### src/common/csr_pkg.sv
/* Shared addresses, encodings and types of the machine-mode CSR unit
   Imported by every module of the unit and by the testbench */
package csr_pkg;

  localparam int max_fast_irq = 16;  // Upper bound for num_fast_irq

  // Machine information and status
  localparam logic [11:0] csr_addr_mstatus   = 12'h300;
  localparam logic [11:0] csr_addr_misa      = 12'h301;
  localparam logic [11:0] csr_addr_mie       = 12'h304;
  localparam logic [11:0] csr_addr_mtvec     = 12'h305;
  localparam logic [11:0] csr_addr_mstatush  = 12'h310;
  localparam logic [11:0] csr_addr_mscratch  = 12'h340;
  localparam logic [11:0] csr_addr_mepc      = 12'h341;
  localparam logic [11:0] csr_addr_mcause    = 12'h342;
  localparam logic [11:0] csr_addr_mtval     = 12'h343;
  localparam logic [11:0] csr_addr_mip       = 12'h344;
  localparam logic [11:0] csr_addr_marchid   = 12'hF12;
  localparam logic [11:0] csr_addr_mimpid    = 12'hF13;

  // Writable counters
  localparam logic [11:0] csr_addr_mcycle    = 12'hB00;
  localparam logic [11:0] csr_addr_minstret  = 12'hB02;
  localparam logic [11:0] csr_addr_mcycleh   = 12'hB80;
  localparam logic [11:0] csr_addr_minstreth = 12'hB82;

  // Read-only user shadows
  localparam logic [11:0] csr_addr_cycle     = 12'hC00;
  localparam logic [11:0] csr_addr_time      = 12'hC01;
  localparam logic [11:0] csr_addr_instret   = 12'hC02;
  localparam logic [11:0] csr_addr_cycleh    = 12'hC80;
  localparam logic [11:0] csr_addr_timeh     = 12'hC81;
  localparam logic [11:0] csr_addr_instreth  = 12'hC82;

  localparam logic [31:0] csr_misa_value    = 32'h4000_0100;  // RV32I, no extensions
  localparam logic [31:0] csr_marchid_value = 32'h0000_0018;
  localparam logic [31:0] csr_mimpid_value  = 32'h0000_0007;

  typedef enum logic [1:0] {
    csr_op_none = 2'b00,
    csr_op_rw   = 2'b01,
    csr_op_rs   = 2'b10,
    csr_op_rc   = 2'b11
  } csr_op_t;

  typedef enum logic [1:0] {
    state_operating   = 2'b00,
    state_trap_taken  = 2'b01,
    state_trap_return = 2'b10
  } core_state_t;

  typedef struct packed {
    logic        write_request;
    logic        immediate_form;  // Operand from imm, not rs1
    csr_op_t     op;
    logic [11:0] addr;
    logic [4:0]  imm;
    logic [31:0] rs1_data;
    logic [2:0]  pad;
  } csr_access_t;

  typedef struct packed {
    logic        misaligned_fetch;
    logic        illegal;
    logic        ebreak;
    logic        misaligned_load;
    logic        misaligned_store;
    logic        ecall;
    logic [31:0] pc;
    logic [31:0] target;  // Faulting address for misaligned accesses
  } trap_event_t;

  typedef struct packed {
    logic [max_fast_irq-1:0] fast;
    logic                    software;
    logic                    timer;
    logic                    external;
  } irq_lines_t;

  typedef struct packed {
    logic        interrupt;
    logic [25:0] reserved;
    logic [4:0]  code;
  } mcause_fields_t;

  // Read whole as the CSR, decoded for vectoring
  typedef union packed {
    logic [31:0]    raw;
    mcause_fields_t field;
  } mcause_word_u;

endpackage

### src/csr/csr_counters.sv
/* 64-bit cycle, instret and time counters
   Cycle and instret halves are writable through the CSR port */
`timescale 1ns/1ps

module csr_counters
  import csr_pkg::*;
(
  input  logic        clock,
  input  logic        reset_n,
  input  logic        clock_enable,
  input  core_state_t state,
  input  csr_access_t access,
  input  logic [31:0] write_data,
  input  logic [63:0] timer,
  output logic [63:0] mcycle,
  output logic [63:0] minstret,
  output logic [63:0] utime
);

  logic write_request;
  logic mcycle_lo_write;
  logic mcycle_hi_write;
  logic minstret_lo_write;
  logic minstret_hi_write;
  logic operating;

  function automatic logic [63:0] load_half(input logic [63:0] value, input logic high_half,
                                            input logic [31:0] data);
    return high_half ? {data, value[31:0]} : {value[63:32], data};
  endfunction

  assign write_request = clock_enable && access.write_request;
  assign mcycle_lo_write = write_request && access.addr == csr_addr_mcycle;
  assign mcycle_hi_write = write_request && access.addr == csr_addr_mcycleh;
  assign minstret_lo_write = write_request && access.addr == csr_addr_minstret;
  assign minstret_hi_write = write_request && access.addr == csr_addr_minstreth;
  assign operating = state == state_operating;

  // Counts through stalls
  always_ff @(posedge clock) begin
    if (!reset_n) mcycle <= '0;
    else if (mcycle_lo_write || mcycle_hi_write)
      mcycle <= load_half(mcycle, mcycle_hi_write, write_data) + 64'd1;
    else mcycle <= mcycle + 64'd1;
  end

  always_ff @(posedge clock) begin
    if (!reset_n) begin
      minstret <= '0;
    end else if (clock_enable) begin
      if (minstret_lo_write || minstret_hi_write)
        minstret <= load_half(minstret, minstret_hi_write, write_data) + 64'(operating);
      else if (operating) minstret <= minstret + 64'd1;  // Retires only when operating
    end
  end

  always_ff @(posedge clock) begin
    utime <= timer;
  end

endmodule

### src/csr/csr_machine_regs.sv
/* Machine-mode status, enable, vector, epc, cause, tval and scratch registers
   Computes the CSR write value and drives the combinational read port */
`timescale 1ns/1ps

module csr_machine_regs
  import csr_pkg::*;
#(
  parameter int num_fast_irq = max_fast_irq
) (
  input  logic         clock,
  input  logic         reset_n,
  input  logic         clock_enable,
  input  core_state_t  state,
  input  logic         take_trap,
  input  csr_access_t  access,
  input  trap_event_t  trap_event,
  input  mcause_word_u cause,
  input  logic [31:0]  mip_word,
  input  logic [63:0]  mcycle,
  input  logic [63:0]  minstret,
  input  logic [63:0]  utime,
  output logic [31:0]  write_data,
  output logic [31:0]  read_data,
  output logic [31:0]  mie_word,
  output logic         global_enable,
  output logic [31:0]  handler_address,
  output logic [31:0]  return_address
);

  logic                    mstatus_mie;
  logic                    mstatus_mpie;
  logic [max_fast_irq-1:0] mie_fast;
  logic                    mie_meie;
  logic                    mie_mtie;
  logic                    mie_msie;
  logic [31:0]             mtvec;
  logic [31:0]             mscratch;
  logic [31:0]             mepc;
  mcause_word_u            mcause;
  logic [31:0]             mtval;
  logic [31:0]             mstatus_word;
  logic [31:0]             operand;
  logic [31:0]             handler_base;
  logic                    misaligned;
  logic                    any_write;
  logic                    operating_write;

  assign operand = access.immediate_form ? {27'b0, access.imm} : access.rs1_data;
  assign any_write = clock_enable && access.write_request;
  assign operating_write = any_write && state == state_operating;
  assign misaligned = trap_event.misaligned_fetch | trap_event.misaligned_load |
                      trap_event.misaligned_store;

  // MPP always reads as M-mode
  assign mstatus_word = {19'b0, 2'b11, 3'b0, mstatus_mpie, 3'b0, mstatus_mie, 3'b0};
  assign mie_word = {mie_fast, 4'b0, mie_meie, 3'b0, mie_mtie, 3'b0, mie_msie, 3'b0};
  assign global_enable = mstatus_mie;
  assign return_address = mepc;

  // Vectored mode only offsets interrupts
  assign handler_base = {mtvec[31:2], 2'b00};
  assign handler_address = (mtvec[1:0] == 2'b01 && cause.field.interrupt) ?
      handler_base + {25'b0, cause.field.code, 2'b00} : handler_base;

  always_comb begin
    case (access.addr)
      csr_addr_mstatus:   read_data = mstatus_word;
      csr_addr_misa:      read_data = csr_misa_value;
      csr_addr_mie:       read_data = mie_word;
      csr_addr_mtvec:     read_data = mtvec;
      csr_addr_mscratch:  read_data = mscratch;
      csr_addr_mepc:      read_data = mepc;
      csr_addr_mcause:    read_data = mcause.raw;
      csr_addr_mtval:     read_data = mtval;
      csr_addr_mip:       read_data = mip_word;
      csr_addr_marchid:   read_data = csr_marchid_value;
      csr_addr_mimpid:    read_data = csr_mimpid_value;
      csr_addr_mcycle,
      csr_addr_cycle:     read_data = mcycle[31:0];
      csr_addr_mcycleh,
      csr_addr_cycleh:    read_data = mcycle[63:32];
      csr_addr_minstret,
      csr_addr_instret:   read_data = minstret[31:0];
      csr_addr_minstreth,
      csr_addr_instreth:  read_data = minstret[63:32];
      csr_addr_time:      read_data = utime[31:0];
      csr_addr_timeh:     read_data = utime[63:32];
      default:            read_data = 32'h0;  // Includes mstatush
    endcase
  end

  always_comb begin
    case (access.op)
      csr_op_rw: write_data = operand;
      csr_op_rs: write_data = read_data | operand;
      csr_op_rc: write_data = read_data & ~operand;
      default:   write_data = read_data;
    endcase
  end

  always_ff @(posedge clock) begin
    if (!reset_n) begin
      mstatus_mie  <= 1'b0;
      mstatus_mpie <= 1'b1;
    end else if (clock_enable) begin
      if (state == state_trap_return) begin
        mstatus_mie  <= mstatus_mpie;
        mstatus_mpie <= 1'b1;
      end else if (state == state_trap_taken) begin
        mstatus_mpie <= mstatus_mie;
        mstatus_mie  <= 1'b0;
      end else if (operating_write && access.addr == csr_addr_mstatus) begin
        mstatus_mie  <= write_data[3];
        mstatus_mpie <= write_data[7];
      end
    end
  end

  always_ff @(posedge clock) begin
    if (!reset_n) begin
      mie_fast <= '0;
      mie_meie <= 1'b0;
      mie_mtie <= 1'b0;
      mie_msie <= 1'b0;
    end else if (any_write && access.addr == csr_addr_mie) begin
      for (int i = 0; i < max_fast_irq; i++) begin
        mie_fast[i] <= (i < num_fast_irq) ? write_data[16 + i] : 1'b0;  // Absent lines stay 0
      end
      mie_meie <= write_data[11];
      mie_mtie <= write_data[7];
      mie_msie <= write_data[3];
    end
  end

  always_ff @(posedge clock) begin
    if (!reset_n) begin
      mtvec    <= '0;
      mscratch <= '0;
    end else if (any_write) begin
      if (access.addr == csr_addr_mtvec) mtvec <= {write_data[31:2], 1'b0, write_data[0]};
      if (access.addr == csr_addr_mscratch) mscratch <= write_data;
    end
  end

  always_ff @(posedge clock) begin
    if (!reset_n) begin
      mepc  <= '0;
      mtval <= '0;
    end else if (clock_enable) begin
      if (take_trap) begin
        mepc <= trap_event.pc;
        if (misaligned) mtval <= trap_event.target;
        else if (trap_event.ebreak) mtval <= trap_event.pc;
        else mtval <= '0;
      end else if (operating_write) begin
        if (access.addr == csr_addr_mepc) mepc <= {write_data[31:2], 2'b00};
        if (access.addr == csr_addr_mtval) mtval <= write_data;
      end
    end
  end

  always_ff @(posedge clock) begin
    if (!reset_n) begin
      mcause <= '0;
    end else if (clock_enable) begin
      if (state == state_trap_taken) mcause <= cause;
      else if (operating_write && access.addr == csr_addr_mcause) mcause.raw <= write_data;
    end
  end

  mtvec_bit1_zero: assert property (@(posedge clock) disable iff (!reset_n)
    mtvec[1] == 1'b0);

endmodule

### src/csr/csr_trap_cause.sv
/* Samples the interrupt lines into mip and registers the prioritised trap cause
   The cause feeds mcause and the vectored handler address */
`timescale 1ns/1ps

module csr_trap_cause
  import csr_pkg::*;
#(
  parameter int num_fast_irq = max_fast_irq
) (
  input  logic         clock,
  input  logic         reset_n,
  input  logic         clock_enable,
  input  core_state_t  state,
  input  trap_event_t  trap_event,
  input  irq_lines_t   irq,
  input  logic [31:0]  mie_word,
  input  logic         global_enable,
  output logic         interrupt_pending,
  output logic [31:0]  mip_word,
  output mcause_word_u cause
);

  logic [max_fast_irq-1:0] mip_fast;
  logic                    mip_meip;
  logic                    mip_mtip;
  logic                    mip_msip;
  logic [31:0]             enabled;
  logic [4:0]              irq_code;
  mcause_word_u            cause_next;

  function automatic mcause_word_u make_cause(input logic interrupt, input logic [4:0] code);
    mcause_word_u word;
    word.field.interrupt = interrupt;
    word.field.reserved  = '0;
    word.field.code      = code;
    return word;
  endfunction

  // Sampled every clock, even while stalled
  always_ff @(posedge clock) begin
    if (!reset_n) begin
      mip_fast <= '0;
      mip_meip <= 1'b0;
      mip_mtip <= 1'b0;
      mip_msip <= 1'b0;
    end else begin
      for (int i = 0; i < max_fast_irq; i++) begin
        mip_fast[i] <= (i < num_fast_irq) ? irq.fast[i] : 1'b0;
      end
      mip_meip <= irq.external;
      mip_mtip <= irq.timer;
      mip_msip <= irq.software;
    end
  end

  assign mip_word = {mip_fast, 4'b0, mip_meip, 3'b0, mip_mtip, 3'b0, mip_msip, 3'b0};
  assign enabled = mip_word & mie_word;
  assign interrupt_pending = |enabled;

  // Lowest priority assigned first, so the last match wins
  always_comb begin
    irq_code = 5'd0;
    if (enabled[11]) irq_code = 5'd11;
    if (enabled[7]) irq_code = 5'd7;
    if (enabled[3]) irq_code = 5'd3;
    for (int i = num_fast_irq - 1; i >= 0; i--) begin
      if (enabled[16 + i]) irq_code = 5'(16 + i);
    end
  end

  always_comb begin
    cause_next = cause;
    if (trap_event.misaligned_fetch) cause_next = make_cause(1'b0, 5'd0);
    else if (trap_event.illegal) cause_next = make_cause(1'b0, 5'd2);
    else if (trap_event.ebreak) cause_next = make_cause(1'b0, 5'd3);
    else if (trap_event.misaligned_load) cause_next = make_cause(1'b0, 5'd4);
    else if (trap_event.misaligned_store) cause_next = make_cause(1'b0, 5'd6);
    else if (trap_event.ecall) cause_next = make_cause(1'b0, 5'd11);
    else if (global_enable && interrupt_pending) cause_next = make_cause(1'b1, irq_code);
  end

  always_ff @(posedge clock) begin
    if (!reset_n) cause <= '0;
    else if (clock_enable && state == state_operating) cause <= cause_next;
  end

  // Interrupt codes are only the standard three or a fast line
  irq_code_legal: assert property (@(posedge clock) disable iff (!reset_n)
    cause.field.interrupt |-> (cause.field.code inside {5'd3, 5'd7, 5'd11} ||
                               cause.field.code >= 5'd16));

endmodule

### src/rtl/csr_unit_top.sv
/* Machine-mode CSR unit of a small RV32I core
   Connects the trap sequencer, CSR registers, cause logic and counters */
`timescale 1ns/1ps

module csr_unit_top
  import csr_pkg::*;
#(
  parameter int num_fast_irq = max_fast_irq  // 1 to 16
) (
  input  logic        clock,
  input  logic        reset_n,
  input  logic        clock_enable,
  input  csr_access_t access,
  input  trap_event_t trap_event,
  input  logic        mret,
  input  irq_lines_t  irq,
  input  logic [63:0] timer,
  output logic [31:0] read_data,
  output logic        trap_taken,
  output logic        trap_return,
  output logic [31:0] handler_address,
  output logic [31:0] return_address
);

  core_state_t  state;
  logic         take_trap;
  logic         interrupt_pending;
  logic         global_enable;
  mcause_word_u cause;
  logic [31:0]  mip_word;
  logic [31:0]  mie_word;
  logic [31:0]  write_data;
  logic [63:0]  mcycle;
  logic [63:0]  minstret;
  logic [63:0]  utime;

  trap_sequencer u_sequencer (
    .clock, .reset_n, .clock_enable, .trap_event, .mret, .interrupt_pending,
    .global_enable, .state, .take_trap, .trap_taken, .trap_return
  );

  csr_machine_regs #(.num_fast_irq(num_fast_irq)) u_machine_regs (
    .clock, .reset_n, .clock_enable, .state, .take_trap, .access, .trap_event,
    .cause, .mip_word, .mcycle, .minstret, .utime, .write_data, .read_data,
    .mie_word, .global_enable, .handler_address, .return_address
  );

  csr_trap_cause #(.num_fast_irq(num_fast_irq)) u_trap_cause (
    .clock, .reset_n, .clock_enable, .state, .trap_event, .irq, .mie_word,
    .global_enable, .interrupt_pending, .mip_word, .cause
  );

  csr_counters u_counters (
    .clock, .reset_n, .clock_enable, .state, .access, .write_data, .timer,
    .mcycle, .minstret, .utime
  );

endmodule

### src/rtl/trap_sequencer.sv
/* Stand-in for the core state machine around the CSR unit
   Takes traps and mret returns as single-cycle states */
`timescale 1ns/1ps

module trap_sequencer
  import csr_pkg::*;
(
  input  logic        clock,
  input  logic        reset_n,
  input  logic        clock_enable,
  input  trap_event_t trap_event,
  input  logic        mret,
  input  logic        interrupt_pending,
  input  logic        global_enable,
  output core_state_t state,
  output logic        take_trap,
  output logic        trap_taken,
  output logic        trap_return
);

  core_state_t state_next;
  logic        exception;

  assign exception = trap_event.misaligned_fetch | trap_event.illegal | trap_event.ebreak |
                     trap_event.misaligned_load | trap_event.misaligned_store | trap_event.ecall;
  assign take_trap = state == state_operating &&
                     (exception || (interrupt_pending && global_enable));

  always_comb begin
    case (state)
      state_operating: begin
        if (take_trap) state_next = state_trap_taken;  // Trap wins over mret
        else if (mret) state_next = state_trap_return;
        else state_next = state_operating;
      end
      default: state_next = state_operating;
    endcase
  end

  always_ff @(posedge clock) begin
    if (!reset_n) state <= state_operating;
    else if (clock_enable) state <= state_next;
  end

  assign trap_taken = state == state_trap_taken;
  assign trap_return = state == state_trap_return;

  trap_pulse_exclusive: assert property (@(posedge clock) disable iff (!reset_n)
    !(trap_taken && trap_return));

endmodule

### config.mk
export PLATFORM = sky130hd
export DESIGN_NAME = csr_unit_top
export DESIGN_NICKNAME = d
export VERILOG_FILES = /design/src/common/csr_pkg.sv /design/src/csr/csr_counters.sv /design/src/csr/csr_machine_regs.sv /design/src/csr/csr_trap_cause.sv /design/src/rtl/csr_unit_top.sv /design/src/rtl/trap_sequencer.sv
export SDC_FILE = /design/constraint.sdc
export NUM_CORES = 1
export LEC_CHECK = 0
export BUFFER_PORTS_ARGS = -buffer_cell sky130_fd_sc_hd__buf_2
export CORE_ASPECT_RATIO = 1.75
export CORE_MARGIN = 2
export CORE_UTILIZATION = 60
export DETAILED_ROUTE_END_ITERATION = 10
export GPL_ROUTABILITY_DRIVEN = 1
export PLACE_DENSITY_LB_ADDON = 0.15
export SYNTH_ARGS = -nofsm -noshare
export SYNTH_HDL_FRONTEND = slang
export SYNTH_SLANG_ARGS = --single-unit
### constraint.sdc
create_clock -name clock -period 5.82 [get_ports clock]
set_input_delay 0 -clock clock [delete_from_list [all_inputs] [get_ports clock]]
set_output_delay 0 -clock clock [all_outputs]
set_load 0.01 [all_outputs]
==> metrics.csv, run 1 <==
stage;metric;value;unit
logic_synthesis;synthArstFlopShare;0;%
clock_tree;ctsResizeCount;0;
run_status;status;stopped before the end;
floorplan;num_rows;101;
run_status;stop_stage;5_1_grt;
placement;io_buffer_count;305;
global_route;grt_pass1_vias;35012;
floorplan;num_io_pins;311;
clock_tree;cts-buffers-inserted;39;
placement;dp_cells;4193;
logic_synthesis;ys_warn_count;0;
placement;placed_area;0.0286;mm²
clock_tree;hold_buffers;159;
floorplan;die_w;163;µm
global_route;grt.overflow.total;20;
global_route;grt_usage;72.3;%
placement;dp_hpwl;102000;µm
logic_synthesis;synth_top_area_share;30.3;%
logic_synthesis;synth_seq_cells;399;
logic_synthesis;ys_seq_area_share;30.3;%
run_status;tool.error;[ERROR GRT-0116] Global routing finished with congestion. Check the congestion regions in the DRC Viewer.;
clock_tree;cts_max_level;2;
clock_tree;root_buffer;clkbuf_16;
logic_synthesis;synthTopCellsByCount;nand2_1, dfxtp_1, nor2_1;
placement;gp_congestion;1.15;
global_route;grt_start_max_net_pins;120;
logic_synthesis;synth-edff-count;0;
logic_synthesis;synth_cells;3435;
logic_synthesis;ys_types;119;
logic_synthesis;yosysMostFrequentCell;nand2_1;
clock_tree;clk_path_buf_depth;3;
clock_tree;clock-sinks;399;
logic_synthesis;synth-main-ff-cell;dfxtp_1;
global_route;grt_pass1_wl;243000;µm
logic_synthesis;syn_area;0.0264;mm²
clock_tree;post_cts_buffers;0;
floorplan;start_util;60.7;%
floorplan;fp.dieH;281;µm
logic_synthesis;yosysTopAreaCell;dfxtp_1;
logic_synthesis;avgSynthCellArea;7.68;µm²
logic_synthesis;ys_top_cells_by_area;dfxtp_1, nand2_1, nor2_1;
==> metrics by stage <==
| step | util (%) | worst slack, ps |
|---|---|---|
| CTS | 72.7 | 1110 |
| detailed placement | 65.9 | 560 |
| global placement | 65.9 | 654 |
| floorplan | - | 879 |
==> metal layers <==
| layer | GRT overflow | track usage, % |
|---|---|---|
| met5 | 0 | 10.4 |
| met2 | 7 | 94.9 |
| met1 | 0 | 70.1 |
| met3 | 3 | 49.1 |
| met4 | 10 | 79.2 |
==> cells by family after synthesis <==
group | count (synthesis) | share of synthesized area (%)
compound gates | 835 | 21.4
xor+xnor | 188 | 6.24
fa+ha+maj | 13 | 0.645
buf+inv | 309 | 5.73
flops | 399 | 30.3
mux | 164 | 6.84
other cells | 1 | 0.0142
simple gates | 1526 | 28.8
==> run 2, diff against run 1 <==
Settings changed: CORE_ASPECT_RATIO 1.75 to default, CORE_UTILIZATION 60 to 40.
==> run 2 against run 1 <==
  * The flow now finishes, with violations (negative hold slack)
  * Synthesized cell count is the same
  * Area after synthesis is the same
==> metrics.csv, run 2 <==
stage;metric;value;unit
critical_path;max_stage_delay;630;ps
clock_tree;root_buffer;clkbuf_16;
run_status;status;complete, but fails checks;
floorplan;fp.dieH;261;µm
logic_synthesis;synth_cells;3435;
drt;drt-total-wl;143000;µm
final_layout;final_common_cell;nand2_1;
drt;num_vias;30327;
sta;timing.hold.ws;-2.81;ps
final_layout;drive_gt1_share;18.3;%
sta;worstMarginPinSlew;1280;ps
floorplan;num_io_pins;311;
placement;gp_congestion;1.06;
sta;grt_setup_unrepaired;no;
floorplan;dieArea;0.0681;mm²
pwr;total_power;0.00733;W
critical_path;required;6360;ps
clock_tree;clk_pin_slew;70;ps
drt;ant_nets;0;
clock_tree;cts_max_level;2;
logic_synthesis;ys_seq_area_share;30.3;%
logic_synthesis;synth_compound_area_share;21.4;%
sta;slew_violations;0;
logic_synthesis;synth_seq_cells;399;
floorplan;start_util;40.3;%
floorplan;coreArea;0.0655;mm²
clock_tree;post_cts_buffers;0;
final_layout;largestRegisters;u_counters.mcycle (64), u_counters.minstret (64), u_counters.utime (64);
placement;io_buffer_count;305;
logic_synthesis;yosysMostFrequentCell;nand2_1;
critical_path;crit_top_cell;buf_4;
clock_tree;clk_latency;650;ps
logic_synthesis;yosysTopAreaCell;dfxtp_1;
drt;drt-wirelength-per-cell;29.6;µm
logic_synthesis;synthAdderAreaFrac;0.645;%
logic_synthesis;syn_area;0.0264;mm²
drt;drc_errors;0;
logic_synthesis;synthTopCellsByCount;nand2_1, dfxtp_1, nor2_1;
logic_synthesis;ys_types;119;
sta;fin_crit;5050;ps
floorplan;die_w;261;µm
sta;fin_setup_tns;0;ps
final_layout;final_cell_mix;nand2_1, dfxtp_1, nor2_1;
global_route;grt_pass1_vias;27673;
pwr;power_density;221;mW/mm²
placement;dp_hpwl;106000;µm
pwr;vdd_drop_max;0.000230;V
logic_synthesis;synth-main-ff-cell;dfxtp_1;
pwr;p_leak;12.7;nW
placement;dp_cells;4507;
global_route;antenna_found_initial;6;
logic_synthesis;synth-edff-count;0;
clock_tree;clock-sinks;399;
logic_synthesis;synth_top_area_share;30.3;%
logic_synthesis;synthXorXnorAreaFrac;6.24;%
final_layout;area_delta_synth_final;25.8;%
logic_synthesis;synthSimpleGateAreaFrac;28.8;%
clock_tree;hold_buffers;229;
global_route;grt.overflow.total;0;
global_route;grt_usage;40.7;%
global_route;grt_start_max_net_pins;94;
critical_path;end_kind;register;
logic_synthesis;synthArstFlopShare;0;%
drt;routed_via_density;6.28;
clock_tree;cts_tree;yes;
sta;skew;51.6;ps
clock_tree;clk_path_buf_depth;3;
logic_synthesis;synth_top_family_by_area;simple AND/OR/NAND/NOR gates;
sta;hold_viol;1;
clock_tree;ctsResizeCount;0;
final_layout;final_cells;4828;
critical_path;crit_chain;mux4_2, nand2_1, a2bb2o_1, o31ai_1, or3_1, buf_4, a21oi_1, ha_1, ha_1, and3_1, buf_4, nand3_1, nor3b_1, buf_4, a2bb2oi_1, o22ai_1, a211oi_1;
critical_path;crit_slowest_cell;or3_1;
clock_tree;cts-buffers-inserted;49;
critical_path;critPathKind;reg2reg;
logic_synthesis;avgSynthCellArea;7.68;µm²
run_status;violations;negative hold slack;
critical_path;start_kind;register;
logic_synthesis;synthMuxAreaShare;6.84;%
sta;fin_crit_sh;86.7;%
drt;drt-pass1-iter-count;6;
sta;slew_headroom;14.2;%
critical_path;worstPathArrival;5590;ps
critical_path;crit_fanout;12;
run;maxCapViolations;0;
sta;fmax;198;MHz
logic_synthesis;ys_warn_count;0;
worst_hold_path;hold_class;in2reg;
global_route;grt_pass1_wl;201000;µm
logic_synthesis;ys_top_cells_by_area;dfxtp_1, nand2_1, nor2_1;
floorplan;num_rows;94;
final_layout;nNetsFinal;4149;
drt;drtIter0Drc;4581;
sta;setup_viol;0;
[run 2: cell counts after synthesis]
No cell type changed its count.
[run 2: cells by family (layout without fill, tap and decap cells)]
| family | count (synthesis) | in the layout |
|---|---|---|
| simple gates | 1526 | 1526 |
| flops | 399 | 399 |
| mux | 164 | 164 |
| buf+inv | 309 | 835 |
| xor+xnor | 188 | 188 |
| compound gates | 835 | 835 |
| fa+ha+maj | 13 | 13 |
| other cells | 1 | 4 |
[run 2: cell type report]
type                            instances  area (µm²)
Multi-Input combinational cell       2728       17000
Sequential cell                       399        7990
Tap cell                              864        1080
Clock inverter                         27         422
Inverter                               29         116
Clock buffer                           63        1360
Fill cell                            6459       32300
Antenna cell                            2        5.00
Timing Repair Buffer                  716        5240
[run 2: final timing paths]
path / start / endpoint / slack, ps / cells after the start
worst max-delay path: u_counters.minstret[0] / u_counters.minstret[28] / 770 / 17
worst min-delay path: timer[34] / u_counters.utime[34] / -3 / 2
worst max register to register: u_counters.minstret[0] / u_counters.minstret[28] / 770 / 17
worst min register to register: u_machine_regs.mscratch[17] / u_machine_regs.mscratch[17] / 450 / 2
[run 2: through the flow]
| stage | cell area [µm²] | util, % | worst slack [ps] |
|---|---|---|---|
| 3_3_place_gp | 29100 | 44.4 | 681 |
| 2_1_floorplan | 26400 | - | 879 |
| 6_report | 33200 | 50.7 | 774 |
| 3_5_place_dp | 29100 | 44.4 | 636 |
| 4_1_cts | 33200 | 50.7 | 954 |
| 5_1_grt | 33200 | 50.7 | 629 |
[run 2: worst max-delay path: cells and delay by family (launching register included)]
| kind | cells | cell delay (ps) |
|---|---|---|
| AO/OA/AOI/OAI | 6 | 1270 |
| adder cells (fa/ha/maj) | 2 | 590 |
| AND/OR/NAND/NOR | 5 | 1540 |
| buffers and inverters | 3 | 650 |
| flip-flops | 1 | 550 |
| multiplexers | 1 | 340 |
[run 2: metal layers]
layer  vias to the layer above  routed length [µm]  track usage [%]
met4                         2                7540             18.2
met3                       338               17800             9.43
li1                      13460                   -                -
met2                      2010               57700             58.2
met5                         -                  15                0
met1                     14517               59800             57.6
[run 2: power breakdown]
| group | internal, W | total [W] | switching, W |
|---|---|---|---|
| Sequential | 0.00281 | 0.00288 | 0.0000721 |
| Clock | 0.00203 | 0.00343 | 0.00140 |
| Combinational | 0.000380 | 0.00103 | 0.000647 |
| Total | 0.00521 | 0.00733 | 0.00212 |
No activity file was read; power rests on OpenSTA's default activity.
